File: src/hw/exe_pkg.sv
`default_nettype none

package exe_pkg;

    localparam int data_w = 32;

    // divider iterations, one quotient bit each
    localparam int div_steps = 32;
    localparam int div_cnt_w = $clog2(div_steps + 1);

    // kseg0/kseg1 fold onto physical low 512 MB
    localparam logic [data_w-1:0] kseg_mask = 32'h1fff_ffff;

    // memory size codes
    localparam logic [1:0] size_byte = 2'd0;
    localparam logic [1:0] size_half = 2'd1;
    localparam logic [1:0] size_word = 2'd2;

    typedef enum logic [4:0] {
        alu_add   = 5'd0,
        alu_addu  = 5'd1,
        alu_sub   = 5'd2,
        alu_subu  = 5'd3,
        alu_and   = 5'd4,
        alu_or    = 5'd5,
        alu_xor   = 5'd6,
        alu_nor   = 5'd7,
        alu_slt   = 5'd8,
        alu_sltu  = 5'd9,
        alu_sll   = 5'd10,
        alu_srl   = 5'd11,
        alu_sra   = 5'd12,
        alu_lui   = 5'd13,
        alu_mult  = 5'd14,
        alu_multu = 5'd15,
        alu_div   = 5'd16,
        alu_divu  = 5'd17,
        alu_mfhi  = 5'd18,
        alu_mflo  = 5'd19,
        alu_mthi  = 5'd20,
        alu_mtlo  = 5'd21
    } alu_op_e;

    typedef enum logic [2:0] {
        mem_none        = 3'd0,
        mem_load_word   = 3'd1,
        mem_store_byte  = 3'd2,
        mem_store_half  = 3'd3,
        mem_store_word  = 3'd4,
        mem_store_left  = 3'd5,
        mem_store_right = 3'd6
    } mem_op_e;

endpackage

`default_nettype wire

File: src/hw/exe_alu.sv
`timescale 1ns/1ps
`default_nettype none

module exe_alu import exe_pkg::*; (
    input  alu_op_e           op,
    input  logic [data_w-1:0] a,
    input  logic [data_w-1:0] b,
    output logic [data_w-1:0] result,
    output logic              overflow
);

    logic [data_w-1:0] sum;
    logic [data_w-1:0] diff;
    logic [4:0]        shamt;
    logic              add_ovf;
    logic              sub_ovf;
    logic              lt_signed;
    logic              lt_unsigned;

    assign sum   = a + b;
    assign diff  = a - b;
    assign shamt = a[4:0];

    // same-sign operands, result sign flipped
    assign add_ovf = (a[data_w-1] == b[data_w-1]) && (sum[data_w-1] != a[data_w-1]);
    // subtrahend of opposite sign
    assign sub_ovf = (a[data_w-1] != b[data_w-1]) && (diff[data_w-1] != a[data_w-1]);

    assign lt_signed   = $signed(a) < $signed(b);
    assign lt_unsigned = a < b;

    always_comb begin
        case (op)
            alu_add:  overflow = add_ovf;
            alu_sub:  overflow = sub_ovf;
            default:  overflow = 1'b0;
        endcase
    end

    always_comb begin
        case (op)
            alu_add, alu_addu: begin
                result = sum;
            end
            alu_sub, alu_subu: begin
                result = diff;
            end
            alu_and:  result = a & b;
            alu_or:   result = a | b;
            alu_xor:  result = a ^ b;
            alu_nor:  result = ~(a | b);
            alu_slt:  result = {{(data_w - 1){1'b0}}, lt_signed};
            alu_sltu: result = {{(data_w - 1){1'b0}}, lt_unsigned};
            alu_sll:  result = b << shamt;
            alu_srl:  result = b >> shamt;
            alu_sra:  result = $signed(b) >>> shamt;
            alu_lui:  result = {b[15:0], 16'h0000};
            // mul/div and hi/lo moves are resolved outside
            default:  result = sum;
        endcase
    end

endmodule

`default_nettype wire

File: config.mk
export PLATFORM = sky130hd
export DESIGN_NAME = exe_alu
export DESIGN_NICKNAME = d
export VERILOG_FILES = /design/src/hw/exe_pkg.sv /design/src/hw/exe_alu.sv
export SDC_FILE = /design/constraint.sdc
export NUM_CORES = 1
export LEC_CHECK = 0
export BUFFER_PORTS_ARGS = -buffer_cell sky130_fd_sc_hd__buf_4
export CORE_MARGIN = 2
export CORE_UTILIZATION = 45
export DETAILED_ROUTE_END_ITERATION = 16
export SETUP_SLACK_MARGIN = 0.2
export SLEW_MARGIN = 5
export SYNTH_ARGS = -nofsm -noshare
export SYNTH_HDL_FRONTEND = slang
export SYNTH_SLANG_ARGS = --single-unit
File: constraint.sdc
create_clock -name vclk -period 9.3
set_clock_uncertainty 0.05 [all_clocks]
set_input_delay 2.79 -clock vclk [all_inputs]
set_output_delay 2.79 -clock vclk [all_outputs]
set_load 0.1 [all_outputs]
==> flow_metrics.py <==
metrics = {
    "detailed_routing": {
        "met2_wirelength_um": 19300,
        "dr_wl_met3_um": 4270,
        "top_layer": "met4",
        "via_count": 11379,
        "viasPerCell": 6.82,
        "first_pass_iters": 6,
        "drt_wl_total_um": 43600,
        "wl_met1_um": 17700,
        "drc": 0,
        "drt_iter0_drc": 1285,
        "ant_nets": 0,
        "routedWlPerCell_um": 26.1,
    },
    "floorplanning": {
        "ios": 102,
        "start_util_pct": 46.1,
        "die_height_um": 148,
        "die_w_um": 148,
        "core_sq_mm": 0.0203,
        "rows": 52,
        "dieArea_sq_mm": 0.0219,
    },
    "grt": {
        "grt_pass1_vias": 10265,
        "antenna_found_initial": 0,
        "grt_max_degree": 79,
        "grt_pass1_wl_um": 64900,
        "grt_overflow": 0,
        "grtUsageTotal_pct": 38.2,
    },
    "synth": {
        "synth.cell_area_sq_mm": 0.00935,
        "yosys_warnings": 0,
        "syn-instance-count": 1346,
        "avgSynthCellArea_sq_um": 6.95,
        "synth.top_cell.area_share_pct": 12.8,
        "yosysTopAreaCell": "ha_1",
        "synth_nets": 1513,
        "seq_area_frac_synth_pct": 0,
        "synthTopCellsByArea": "ha_1 (13%), mux2i_1 (8.6%), a21oi_1 (6.9%)",
        "ys_types": 89,
    },
    "cells_and_area": {
        "nNetsFinal": 1568,
        "clkbuf_count": 0,
        "n_sequential_cell": 0,
        "drive_gt1_share_pct": 20.2,
        "regArea_sq_um": 0,
        "num_antenna_cells": 0,
        "syn_to_final_growth_pct": 12.9,
    },
    "worst_hold_path": {
        "hold_path_depth": 4,
        "min-delay-start": "a[31]",
        "hold_end": "overflow",
        "hold_class": "in -> out",
    },
    "timing": {
        "fmax_mhz": 112,
        "relSlewSlack_pct": 49.0,
        "min_period_ps": 8950,
        "finalHoldViolCount": 0,
        "timing.hold.ws_ps": 6090,
        "tns_ps": 0,
        "setup_viol": 0,
        "slew_violations": 0,
        "finalCritPeriodShare_pct": 96.2,
        "worst_pin_slew_ps": 765,
        "rsz0062_at_grt": "yes",
    },
    "power": {
        "p_clk_share_pct": 0,
        "p_leak_nw": 4.61,
        "powerDensity_mw_per_mm2": 83.5,
        "p_seq_share_pct": 0,
        "internal_power_w": 0.000280,
        "p_switching_w": 0.000602,
        "switching_share_pct": 68.2,
        "comb_power_share_pct": 100.0,
        "p_total_w": 0.000882,
        "irDropWorstVdd_v": 0.0000975,
    },
    "placed_design": {
        "portBuffers": 102,
        "place.gp.congestion": 1.01,
        "hpwl_um": 33800,
    },
    "worst_setup_path": {
        "critical_path.cell_chain": "buf_4 -> inv_1 -> ha_1 -> nor2b_1 -> nor4_1 -> a211oi_2 -> o31ai_2 -> o31ai_4 -> a31oi_1 -> a21oi_1 -> o221a_1 -> o22ai_2 -> buf_4",
        "worstSetupPathType": "in -> out",
        "crit_path_frequent_cell": "buf_4",
        "cp_slowest_stage_delay_ps": 460,
        "cp_data_arrival_time_ps": 6110,
        "cp_top_family": "compound AO/OA/AOI/OAI gates",
        "worstPathMaxFanout": 8,
        "crit_slowest_cell": "o31ai_2",
        "cp-end-kind": "output port",
        "start_kind": "primary input",
        "crit_buf_inv": 3,
        "worstPathRequired_ps": 6460,
    },
    "cts": {
        "hold_buffers": 0,
        "cts_setup_buffers": 0,
    },
    "job": {
        "cap_violations": 0,
    },
    "run_status": {
        "outcome": "finished clean",
    },
}
layout make-up:
type | instances | area (sq um)
well taps | 270 | 338
inverters | 105 | 394
repair buffers | 158 | 1220
fillers | 2154 | 9740
multi-input cells | 1136 | 8610
power groups by stage:
| stage | clock network [W] | registers, W | logic, W |
|---|---|---|---|
| 2_1_floorplan | 0 | 0 | 0.000622 |
| 3_3_place_gp | 0 | 0 | 0.000857 |
| 3_5_place_dp | 0 | 0 | 0.000855 |
| 4_1_cts | 0 | 0 | 0.000859 |
| 5_1_grt | 0 | 0 | 0.000931 |
| 6_report | 0 | 0 | 0.000882 |
placed cells by master, fill, tap and decap left out, drive strengths merged, types with 4 or more instances in the layout:
cell type	instances
a2111oi	6
a221o	10
o21bai	8
o21ai	113
a221oi	25
nor4	11
o2111ai	7
xnor2	11
mux2i	80
o22a	14
nor3	17
nand3	18
nand2	103
a22oi	6
and3	7
nor2b	11
and2	11
or3	11
o221ai	13
mux4	33
a211oi	32
a21o	16
or2	8
o32ai	4
o22ai	25
o31ai	11
a21oi	128
o211ai	14
o311ai	6
inv	104
buf	158
a31oi	18
mux2	30
nor2	147
a211o	7
ha	96
o21a	6
nand2b	15
nand4	6
o221a	5
layer usage:
layer  vias to the layer above  GRT usage, %
met5                         -             0
met4                         0          15.8
met3                        95          4.57
met2                       689          60.9
met1                      5425          52.4
li1                       5170             -
cells in the mapped netlist, drive strengths merged, types with 15 or more instances:
cell type,instances
nand3,18
nand2,103
mux4,33
clkbuf,50
nand2b,15
nor3,17
mux2i,80
buf,55
a31oi,18
mux2,30
a21oi,128
a21o,16
ha,96
nor2,147
o22ai,25
inv,105
a221oi,25
o21ai,113
a211oi,32
cell families (layout without fill, tap and decap cells):
family | Yosys count | count (layout) | synth area share [%]
AO/OA/AOI/OAI | 503 | 503 | 36.3
AND/OR/NAND/NOR | 378 | 378 | 18.5
XOR/XNOR | 14 | 14 | 1.31
multiplexers | 143 | 143 | 20.4
buffers and inverters | 210 | 263 | 10.1
adder cells (fa/ha/maj) | 98 | 98 | 13.3
repair_timing:
action | CTS | global route
endpoints found under the hold margin | 0 | 0
pin swaps | 0 | 2
resized for setup | 1 | 16
endpoints found under the setup margin | 1 | 10
per-stage QoR:
stage                     setup WS, ps  cells  util (%)  area, sq um
after floorplan                   59.6   1346         -         9500
after global placement             198   1669      51.7        10500
after detailed placement           152   1669      51.7        10500
after CTS                          235   1669      51.7        10500
after global routing               206   1669      52.0        10600
final                              350   1669      52.0        10600
how the worst max path moves through the flow:
stage | start | slack, ps | cells past startpoint | endpoint
after global routing | b[5] | 210 | 13 | result[29]
after global placement | a[0] | 200 | 14 | result[26]
after detailed placement | a[0] | 150 | 14 | result[26]
final | b[5] | 350 | 13 | result[30]
after floorplan | a[1] | 60 | 12 | result[28]
after CTS | a[0] | 240 | 12 | result[29]
Note: power is estimated with default switching activity, not from simulation.
