==> src/hw/exe_pkg.sv <==
`default_nettype none

package exe_pkg;

    localparam int data_w = 32;

    // divider iterations, one quotient bit each
    localparam int div_steps = 32;
    localparam int div_cnt_w = $clog2(div_steps + 1);

    // kseg0/kseg1 fold onto physical low 512 MB
    localparam logic [data_w-1:0] kseg_mask = 32'h1fff_ffff;

    // memory size codes
    localparam logic [1:0] size_byte = 2'd0;
    localparam logic [1:0] size_half = 2'd1;
    localparam logic [1:0] size_word = 2'd2;

    typedef enum logic [4:0] {
        alu_add   = 5'd0,
        alu_addu  = 5'd1,
        alu_sub   = 5'd2,
        alu_subu  = 5'd3,
        alu_and   = 5'd4,
        alu_or    = 5'd5,
        alu_xor   = 5'd6,
        alu_nor   = 5'd7,
        alu_slt   = 5'd8,
        alu_sltu  = 5'd9,
        alu_sll   = 5'd10,
        alu_srl   = 5'd11,
        alu_sra   = 5'd12,
        alu_lui   = 5'd13,
        alu_mult  = 5'd14,
        alu_multu = 5'd15,
        alu_div   = 5'd16,
        alu_divu  = 5'd17,
        alu_mfhi  = 5'd18,
        alu_mflo  = 5'd19,
        alu_mthi  = 5'd20,
        alu_mtlo  = 5'd21
    } alu_op_e;

    typedef enum logic [2:0] {
        mem_none        = 3'd0,
        mem_load_word   = 3'd1,
        mem_store_byte  = 3'd2,
        mem_store_half  = 3'd3,
        mem_store_word  = 3'd4,
        mem_store_left  = 3'd5,
        mem_store_right = 3'd6
    } mem_op_e;

endpackage

`default_nettype wire

==> src/hw/exe_store_align.sv <==
`timescale 1ns/1ps
`default_nettype none

module exe_store_align import exe_pkg::*; (
    input  mem_op_e           mem_op,
    input  logic [data_w-1:0] addr,
    input  logic [data_w-1:0] rt,
    output logic [data_w-1:0] phys_addr,
    output logic [1:0]        size,
    output logic [3:0]        wstrb,
    output logic [data_w-1:0] wdata,
    output logic              addr_error
);

    logic [1:0] off;

    assign off = addr[1:0];

    // top nibble 8..b means kseg0 or kseg1, unmapped
    assign phys_addr = (addr[data_w-1 -: 2] == 2'b10) ? (addr & kseg_mask) : addr;

    always_comb begin
        size       = size_word;
        wstrb      = 4'b0000;
        wdata      = rt;
        addr_error = 1'b0;
        case (mem_op)
            mem_store_byte: begin
                size  = size_byte;
                wstrb = 4'b0001 << off;
                wdata = {4{rt[7:0]}};
            end
            mem_store_half: begin
                size       = size_half;
                wstrb      = 4'b0011 << off;
                wdata      = {2{rt[15:0]}};
                addr_error = off[0];
            end
            mem_store_word: begin
                wstrb      = 4'b1111;
                addr_error = (off != 2'b00);
            end
            mem_store_left: begin
                // low bytes up to the addressed one
                wdata = rt >> {~off, 3'b000};
                case (off)
                    2'd0:    begin size = size_byte; wstrb = 4'b0001; end
                    2'd1:    begin size = size_half; wstrb = 4'b0011; end
                    2'd2:    begin size = size_word; wstrb = 4'b0111; end
                    default: begin size = size_word; wstrb = 4'b1111; end
                endcase
            end
            mem_store_right: begin
                // addressed byte up to the top
                wdata = rt << {off, 3'b000};
                case (off)
                    2'd0:    begin size = size_word; wstrb = 4'b1111; end
                    2'd1:    begin size = size_word; wstrb = 4'b1110; end
                    2'd2:    begin size = size_half; wstrb = 4'b1100; end
                    default: begin size = size_byte; wstrb = 4'b1000; end
                endcase
            end
            // loads and none keep zero strobes
            default: ;
        endcase
    end

endmodule

`default_nettype wire

==> config.mk <==
export PLATFORM = sky130hd
export DESIGN_NAME = exe_store_align
export DESIGN_NICKNAME = d
export VERILOG_FILES = /design/src/hw/exe_pkg.sv /design/src/hw/exe_store_align.sv
export SDC_FILE = /design/constraint.sdc
export NUM_CORES = 1
export LEC_CHECK = 0
export BUFFER_PORTS_ARGS = -buffer_cell sky130_fd_sc_hd__buf_4
export CORE_MARGIN = 2
export CORE_UTILIZATION = 25
export DETAILED_ROUTE_END_ITERATION = 10
export PLACE_DENSITY = 0.63
export REMOVE_ABC_BUFFERS = 1
export SYNTH_ARGS = -nofsm -noshare
export SYNTH_HDL_FRONTEND = slang
export SYNTH_SLANG_ARGS = --single-unit
==> constraint.sdc <==
create_clock -name vclk -period 3
set_input_delay 0.15 -clock vclk [all_inputs]
set_output_delay 0.15 -clock vclk [all_outputs]
set_load 0.005 [all_outputs]
==> flow_summary_export.csv, run 1 <==
group,metric,value,unit
die,fp.dieW,90.1,µm
timing,clock.fmax,0.498,GHz
finish,clock_buffer_count,0,
global_routing,antenna_found_initial,0,
drt,route.antenna.remaining_nets,0,
placement,place.port_buffers,84,
placement,place_hpwl,5.69,mm
yosys,yosys.area_share.xor_xnor,0.877,%
pwr,power.combinational.fraction,100.0,%
finish,antenna_cells_inserted,0,
yosys,syn-cell-area,1850,µm²
global_routing,grt_pass1_vias,2208,
drt,postRouteWirelength,7.57,mm
yosys,post_synth.cell_area_avg,6.65,µm²
setup_path,critical_path_arrival,1860,ps
min_path,min_path_type,"in -> out",
pwr,seqPwrFrac,0,%
drt,drtPass1Iterations,5,
placement,placedCellCount,411,
setup_path,critPathMaxFanout,33,
drt,wire_per_inst,18.4,µm
die,floorplan.initialDensity,25.7,%
timing,timing_max_transition_violations_final,0,
setup_path,timing.setup.critical_path_class,"in -> out",
pwr,peakVddDrop,0.0000729,V
setup_path,worstSetupEndpointType,"primary output",
pwr,cellInternalPower,0.201,mW
yosys,synth-simple-area-share,20.3,%
global_routing,wire_length_of_the_first_global_routing_pass,11.9,mm
cts,hold_bufs_inserted_after_cts,0,
finish,post_route_cells_drive_above_1_share,34.3,%
pwr,clock_power_share,0,%
yosys,synth-adder-area-share,0,%
timing,setup-violations-final,0,
die,die_area,8120,µm²
min_path,whs_endpoint,"phys_addr[11]",
yosys,yosys-mux-area-fraction,17.6,%
finish,post_layout_nonfiller_instances,411,
yosys,synthDistinctLibCells,47,
timing,hold-worst-slack,300,ps
timing,final.setup.tns,0,ps
yosys,synth_top_family_by_area,"compound AO/OA/AOI/OAI gates",
finish,fill_cells,833,
timing,timing_worst_slew_pin_value,727,ps
drt,via_per_inst,5.47,
timing,final_hold_viol_count,0,
pwr,power_switching_share,50.7,%
timing,worst_slack,994,ps
cts,post_cts.repair.setup_buffers,0,
timing,unrepaired_setup_endpoints_after_global_routing,"no",
finish,finalNetCount,381,
drt,drcViolationCount,0,
yosys,yosys_warnings,0,
timing,post-route-min-period,2010,ps
finish,regArea,0,µm²
setup_path,crit_path_start_kind,"primary input",
yosys,synth_compound_area_share,39.8,%
drt,dr.first_iter.drc_count,176,
min_path,holdPathStages,0,
global_routing,overflow,0,
yosys,synth_seq_area_share,0,%
die,die_h,90.1,µm
global_routing,grt_start_max_net_pins,34,
finish,seq_cell_count,0,
pwr,switching_power,0.207,mW
global_routing,grt_util_all_layers,17.6,%
die,core,7210,µm²
pwr,pwr_dens,182,nW/µm²
yosys,synth_cells,279,
timing,fin_crit_sh,66.9,%
timing,relSlewSlack,51.5,%
run_status,status,"complete, no violations",
finish,syn2layout_area_growth,21.1,%
cts,cts_resized,0,
setup_path,timing.critical_path.required,2850,ps
placement,gp_congestion,0.857,
finish,multi_input_comb_area,1460,µm²
pwr,p_leak,1.00,nW
min_path,hp-start,"addr[11]",
job,timing.max_cap.violations,0,
die,rows,31,
die,floorplan.io_pins,138,
drt,via_count,2249,
placement,detailedPlace.worstSlack,1050,ps
power groups by stage:
stage	sequential [mW]	clock [mW]	combinational, mW
after global routing	0	0	0.447
after CTS	0	0	0.407
after detailed placement	0	0	0.405
after floorplan	0	0	0.181
after global placement	0	0	0.399
final	0	0	0.408
cells in the mapped netlist (2+ instances only):
cell type / n / share of area, %
a22o_1: 8 / 3.8
o22ai_1: 11 / 3.7
buf_2: 8 / 2.2
a21o_1: 5 / 2.0
clkbuf_1: 6 / 1.2
a21boi_0: 2 / 0.81
a21oi_1: 30 / 8.1
inv_1: 2 / 0.41
buf_6: 6 / 3.6
o21a_1: 4 / 1.6
o22a_1: 2 / 0.94
o2bb2ai_1: 3 / 1.4
nand2_1: 28 / 5.7
and2_4: 2 / 0.94
nand2_2: 2 / 0.67
mux2_2: 8 / 4.9
nor2b_1: 8 / 2.7
mux2i_1: 21 / 11
a221oi_1: 10 / 4.7
nand2b_1: 2 / 0.67
nor2_1: 23 / 4.7
buf_4: 33 / 13
nand3_1: 5 / 1.3
o21ai_1: 2 / 0.54
o21ai_0: 19 / 5.1
a22oi_1: 8 / 3.2
layout make-up:
class              instances  area share, %
inverters                  3          0.501
well taps                 99           5.52
multi-input cells        222           64.9
repair buffers            87           29.1
cell families (layout without fill, tap and decap cells):
group	after synthesis	count (layout)
muxes	31	31
and+or+nand+nor	78	78
AOI/OAI and AO/OA	112	112
buffers and inverters	57	90
xor gates and xnor gates	1	1
worst max path at each step:
| stage | to | cells past startpoint | slack [ps] | start |
|---|---|---|---|---|
| finish | wdata[4] | 8 | 990 | addr[0] |
| global route | wdata[13] | 7 | 900 | mem_op[1] |
| CTS | wdata[4] | 8 | 1050 | addr[0] |
| detailed placement | wdata[4] | 8 | 1050 | addr[0] |
| global placement | wdata[28] | 7 | 1050 | addr[1] |
| floorplan | wdata[26] | 5 | 1640 | mem_op[1] |
metal layers:
metal	global-route usage (%)	wire, µm	part of all wire (%)	vias to the layer above
met5	3.21	0	0	-
met4	4.49	131	1.7	0
met3	6.04	764	10	11
met2	26.7	3460	46	136
met1	23.4	3210	42	1025
li1	-	-	-	1077
critical path, stage by stage:
cell	delay [ps]
buf_4	240
buf_4	240
nor2_1	240
nor3b_1	110
o21ai_2	410
nand2_1	120
o21ai_0	160
buf_4	180
metrics by stage:
step           total power [mW]  utilization (%)  instance area, µm²
2_1_floorplan             0.181                -                1470
3_3_place_gp              0.399             31.1                2250
3_5_place_dp              0.405             31.1                2250
4_1_cts                   0.407             31.1                2250
5_1_grt                   0.447             31.1                2250
6_report                  0.408             31.1                2250
placed cells by master, fill, tap and decap left out, types with 2 or more instances in the layout:
cell / instances
mux2i_1: 21
o21a_1: 4
and2_4: 2
o22a_1: 2
nor2_1: 23
a21o_1: 5
o2bb2ai_1: 3
mux2_2: 8
nand2_2: 2
nor2b_1: 8
o22ai_1: 11
a22oi_1: 8
a21oi_1: 30
inv_1: 2
a22o_1: 8
nand3_1: 5
a21boi_0: 2
o21ai_1: 2
nand2_1: 28
o21ai_0: 19
a221oi_1: 10
nand2b_1: 2
buf_4: 87
No activity file was read; power rests on OpenSTA's default activity.
==> run 2: changes to the inputs <==
Settings changed: PLACE_DENSITY 0.63 to 0.65.
Clock period 3 ns to 1.8 ns, I/O delays scaled along.
==> flow_summary_export.csv, run 2 (synthesis gave the netlist of run 1 again) <==
group,metric,value,unit
drt,postRouteWirelength,7.76,mm
global_routing,wire_length_of_the_first_global_routing_pass,11.8,mm
finish,regArea,0,µm²
finish,post_route_cells_drive_above_1_share,36.7,%
drt,route.antenna.remaining_nets,0,
timing,final.setup.tns,0,ps
drt,via_per_inst,5.56,
drt,drcViolationCount,0,
placement,gp_congestion,0.876,
die,floorplan.io_pins,138,
run_status,status,"complete, no violations",
die,rows,31,
placement,placedCellCount,423,
global_routing,grt_util_all_layers,17.5,%
job,timing.max_cap.violations,0,
die,core,7210,µm²
die,die_area,8120,µm²
drt,drtPass1Iterations,6,
pwr,p_leak,1.06,nW
finish,syn2layout_area_growth,26.0,%
global_routing,overflow,0,
finish,antenna_cells_inserted,0,
global_routing,grt_pass1_vias,2155,
global_routing,grt_start_max_net_pins,30,
timing,timing_max_transition_violations_final,0,
pwr,totalPowerFinal,0.700,mW
global_routing,antenna_found_initial,0,
cts,cts_resized,0,
finish,layout.cells.most_common,"buf_4",
finish,finalNetCount,393,
placement,place.port_buffers,84,
setup_path,timing.setup.critical_path_class,"in -> out",
drt,dr.first_iter.drc_count,248,
finish,layout_common_cells,"buf_4, a21oi_1, nand2_1",
cts,post_cts.repair.setup_buffers,0,
drt,via_count,2352,
setup_path,critical_path_arrival,1600,ps
timing,fin_crit_sh,93.8,%
die,die_h,90.1,µm
timing,setup-violations-final,0,
die,floorplan.initialDensity,25.7,%
finish,clock_buffer_count,0,
finish,seq_cell_count,0,
min_path,min_path_type,"in -> out",
finish,final_design_area_no_fill,2340,µm²
timing,unrepaired_setup_endpoints_after_global_routing,"no",
placement,detailedPlace.worstSlack,169,ps
setup_path,worstSetupEndpointType,"primary output",
timing,relSlewSlack,66.3,%
setup_path,crit_path_start_kind,"primary input",
placement,place_hpwl,6.02,mm
finish,post_layout_nonfiller_instances,423,
pwr,pwr_dens,300,nW/µm²
die,fp.dieW,90.1,µm
cts,hold_bufs_inserted_after_cts,0,
timing,final_hold_viol_count,0,
setup_path,timing.critical_path.required,1710,ps
timing,clock.fmax,0.592,GHz
placement,post_dp_area,2340,µm²
pwr,peakVddDrop,0.0000877,V
timing,timing_worst_slew_pin_value,505,ps
timing,post-route-min-period,1690,ps
finish,fin_util,32.4,%
drt,wire_per_inst,18.3,µm
timing,hold-worst-slack,180,ps
setup_path,critPathMaxFanout,14,
timing,worst_slack,112,ps
[run 2: power by group]
part           internal [mW]  switching, mW
registers                  0              0
clock network              0              0
logic                  0.352          0.348
[run 2: metal layers]
layer,part of all wire [%],vias up,global-route usage [%]
met3,11,10,5.87
li1,-,1099,-
met1,43,1068,24.7
met5,0.45,-,5.13
met2,44,173,26.4
met4,1.1,2,1.54
[run 2: worst max-delay path: stages]
cell and delay (ps):
buf_4 190, nand2_2 130, nor3_4 320, nand2_1 230, nand2_1 290, a22o_1 220, buf_4 110
[run 2: final timing paths]
kind      start       endpoint  slack, ps  cells past startpoint
max   mem_op[0]      wdata[28]        110                      7
min    addr[17]  phys_addr[17]        180                      0
[run 2: cell type report]
class | instances | area (µm²)
tap | 99 | 124
inverter | 3 | 11.3
multi-input combinational | 222 | 1460
fill | 822 | 4880
timing repair buffer | 99 | 743
==> run 3: changes to the inputs <==
Settings changed: BUFFER_PORTS_ARGS -buffer_cell sky130_fd_sc_hd__buf_4 to -buffer_cell sky130_fd_sc_hd__buf_2.
==> flow_summary_export.csv, run 3 (synthesis gave the netlist of run 1 again) <==
group,metric,value,unit
run_status,status,"complete, no violations",
global_routing,grt_pass1_vias,2182,
timing,final.setup.tns,0,ps
timing,timing_max_transition_violations_final,0,
global_routing,overflow,0,
finish,clock_buffer_count,0,
drt,wire_per_inst,17.9,µm
finish,syn2layout_area_growth,16.5,%
drt,drcViolationCount,0,
cts,post_cts.repair.setup_buffers,0,
timing,setup-violations-final,0,
die,die_h,90.1,µm
timing,post-route-min-period,1620,ps
setup_path,worstSetupEndpointType,"primary output",
global_routing,wire_length_of_the_first_global_routing_pass,11.7,mm
cts,hold_bufs_inserted_after_cts,0,
setup_path,critical_path.most_common_cell,"buf_2",
setup_path,crit_path_start_kind,"primary input",
setup_path,timing.critical_path.slowest_stage_cell,"a21o_1",
die,fp.dieW,90.1,µm
placement,gp_congestion,0.869,
die,floorplan.io_pins,138,
setup_path,timing.critical_path.required,1710,ps
timing,timing_worst_slew_pin_value,496,ps
timing,fin_crit_sh,90.0,%
drt,dr.first_iter.drc_count,258,
drt,drtPass1Iterations,5,
min_path,min_path_type,"in -> out",
pwr,p_leak,1.01,nW
timing,unrepaired_setup_endpoints_after_global_routing,"no",
pwr,pwr_dens,290,nW/µm²
drt,postRouteWirelength,7.65,mm
finish,regArea,0,µm²
setup_path,critical_path_arrival,1530,ps
finish,post_route_cells_drive_above_1_share,37.3,%
placement,place_hpwl,6.07,mm
setup_path,critPathMaxFanout,9,
global_routing,grt_util_all_layers,17.5,%
timing,clock.fmax,0.617,GHz
setup_path,crit_buf_inv,3,
finish,finalNetCount,396,
placement,place.port_buffers,84,
die,die_area,8120,µm²
timing,final_hold_viol_count,0,
setup_path,timing.critical_path.slowest_cell_delay,300,ps
finish,fill_cells,827,
drt,via_count,2346,
drt,via_per_inst,5.51,
global_routing,grt_start_max_net_pins,32,
finish,layout_common_cells,"buf_2, a21oi_1, nand2_1",
die,floorplan.initialDensity,25.7,%
die,rows,31,
drt,route.antenna.remaining_nets,0,
finish,fin_util,30.0,%
setup_path,timing.setup.critical_path_class,"in -> out",
die,core,7210,µm²
timing,relSlewSlack,66.8,%
pwr,peakVddDrop,0.0000870,V
finish,seq_cell_count,0,
finish,antenna_cells_inserted,0,
setup_path,path_delay_family,"buffers and inverters",
finish,multi_input_comb_area,1460,µm²
finish,layout.cells.most_common,"buf_2",
job,timing.max_cap.violations,0,
setup_path,crit_chain,"buf_2 -> buf_4 -> nor2b_2 -> a21o_1 -> nand2_1 -> a21oi_1 -> buf_2",
global_routing,antenna_found_initial,0,
cts,cts_resized,0,
run 3: cell types whose count changed in the layout (fill, tap and decap cells not counted), sizes merged:
cell,delta
buf,+3
run 3: path summary, 6_finish.rpt:
kind  startpoint       endpoint  slack [ps]  cells past startpoint
max    mem_op[1]      wdata[18]         180                      7
min     addr[17]  phys_addr[17]         180                      0
run 3: layer usage:
| metal | part of all wire, % | routed length (µm) | global-route usage, % | vias to the layer above |
|---|---|---|---|---|
| li1 | - | - | - | 1104 |
| met1 | 42 | 3240 | 23.5 | 1078 |
| met2 | 45 | 3430 | 27.6 | 153 |
| met3 | 11 | 854 | 6.12 | 9 |
| met4 | 1.2 | 89 | 1.67 | 2 |
| met5 | 0.46 | 35 | 5.13 | - |
run 3: report_power, final:
group          internal [mW]  switching (mW)  total (mW)
sequential                 0               0           0
clock                      0               0           0
combinational          0.283           0.344       0.627
run 3: area by class of cell:
| type | instances | share of cell area [%] |
|---|---|---|
| inverters | 3 | 0.521 |
| multi-input cells | 222 | 67.5 |
| well taps | 99 | 5.73 |
| repair buffers | 102 | 26.3 |
run 3: stage by stage:
step | hold slack [ps] | setup slack (ps) | total power, mW | std cells | cell area, µm²
after floorplan | 180 | 564 | 0.302 | 225 | 1470
after global placement | 180 | 213 | 0.618 | 426 | 2160
after detailed placement | 180 | 217 | 0.622 | 426 | 2160
after CTS | 180 | 217 | 0.626 | 426 | 2160
after global routing | 180 | 56.5 | 0.690 | 426 | 2160
final | 180 | 180 | 0.627 | 426 | 2160
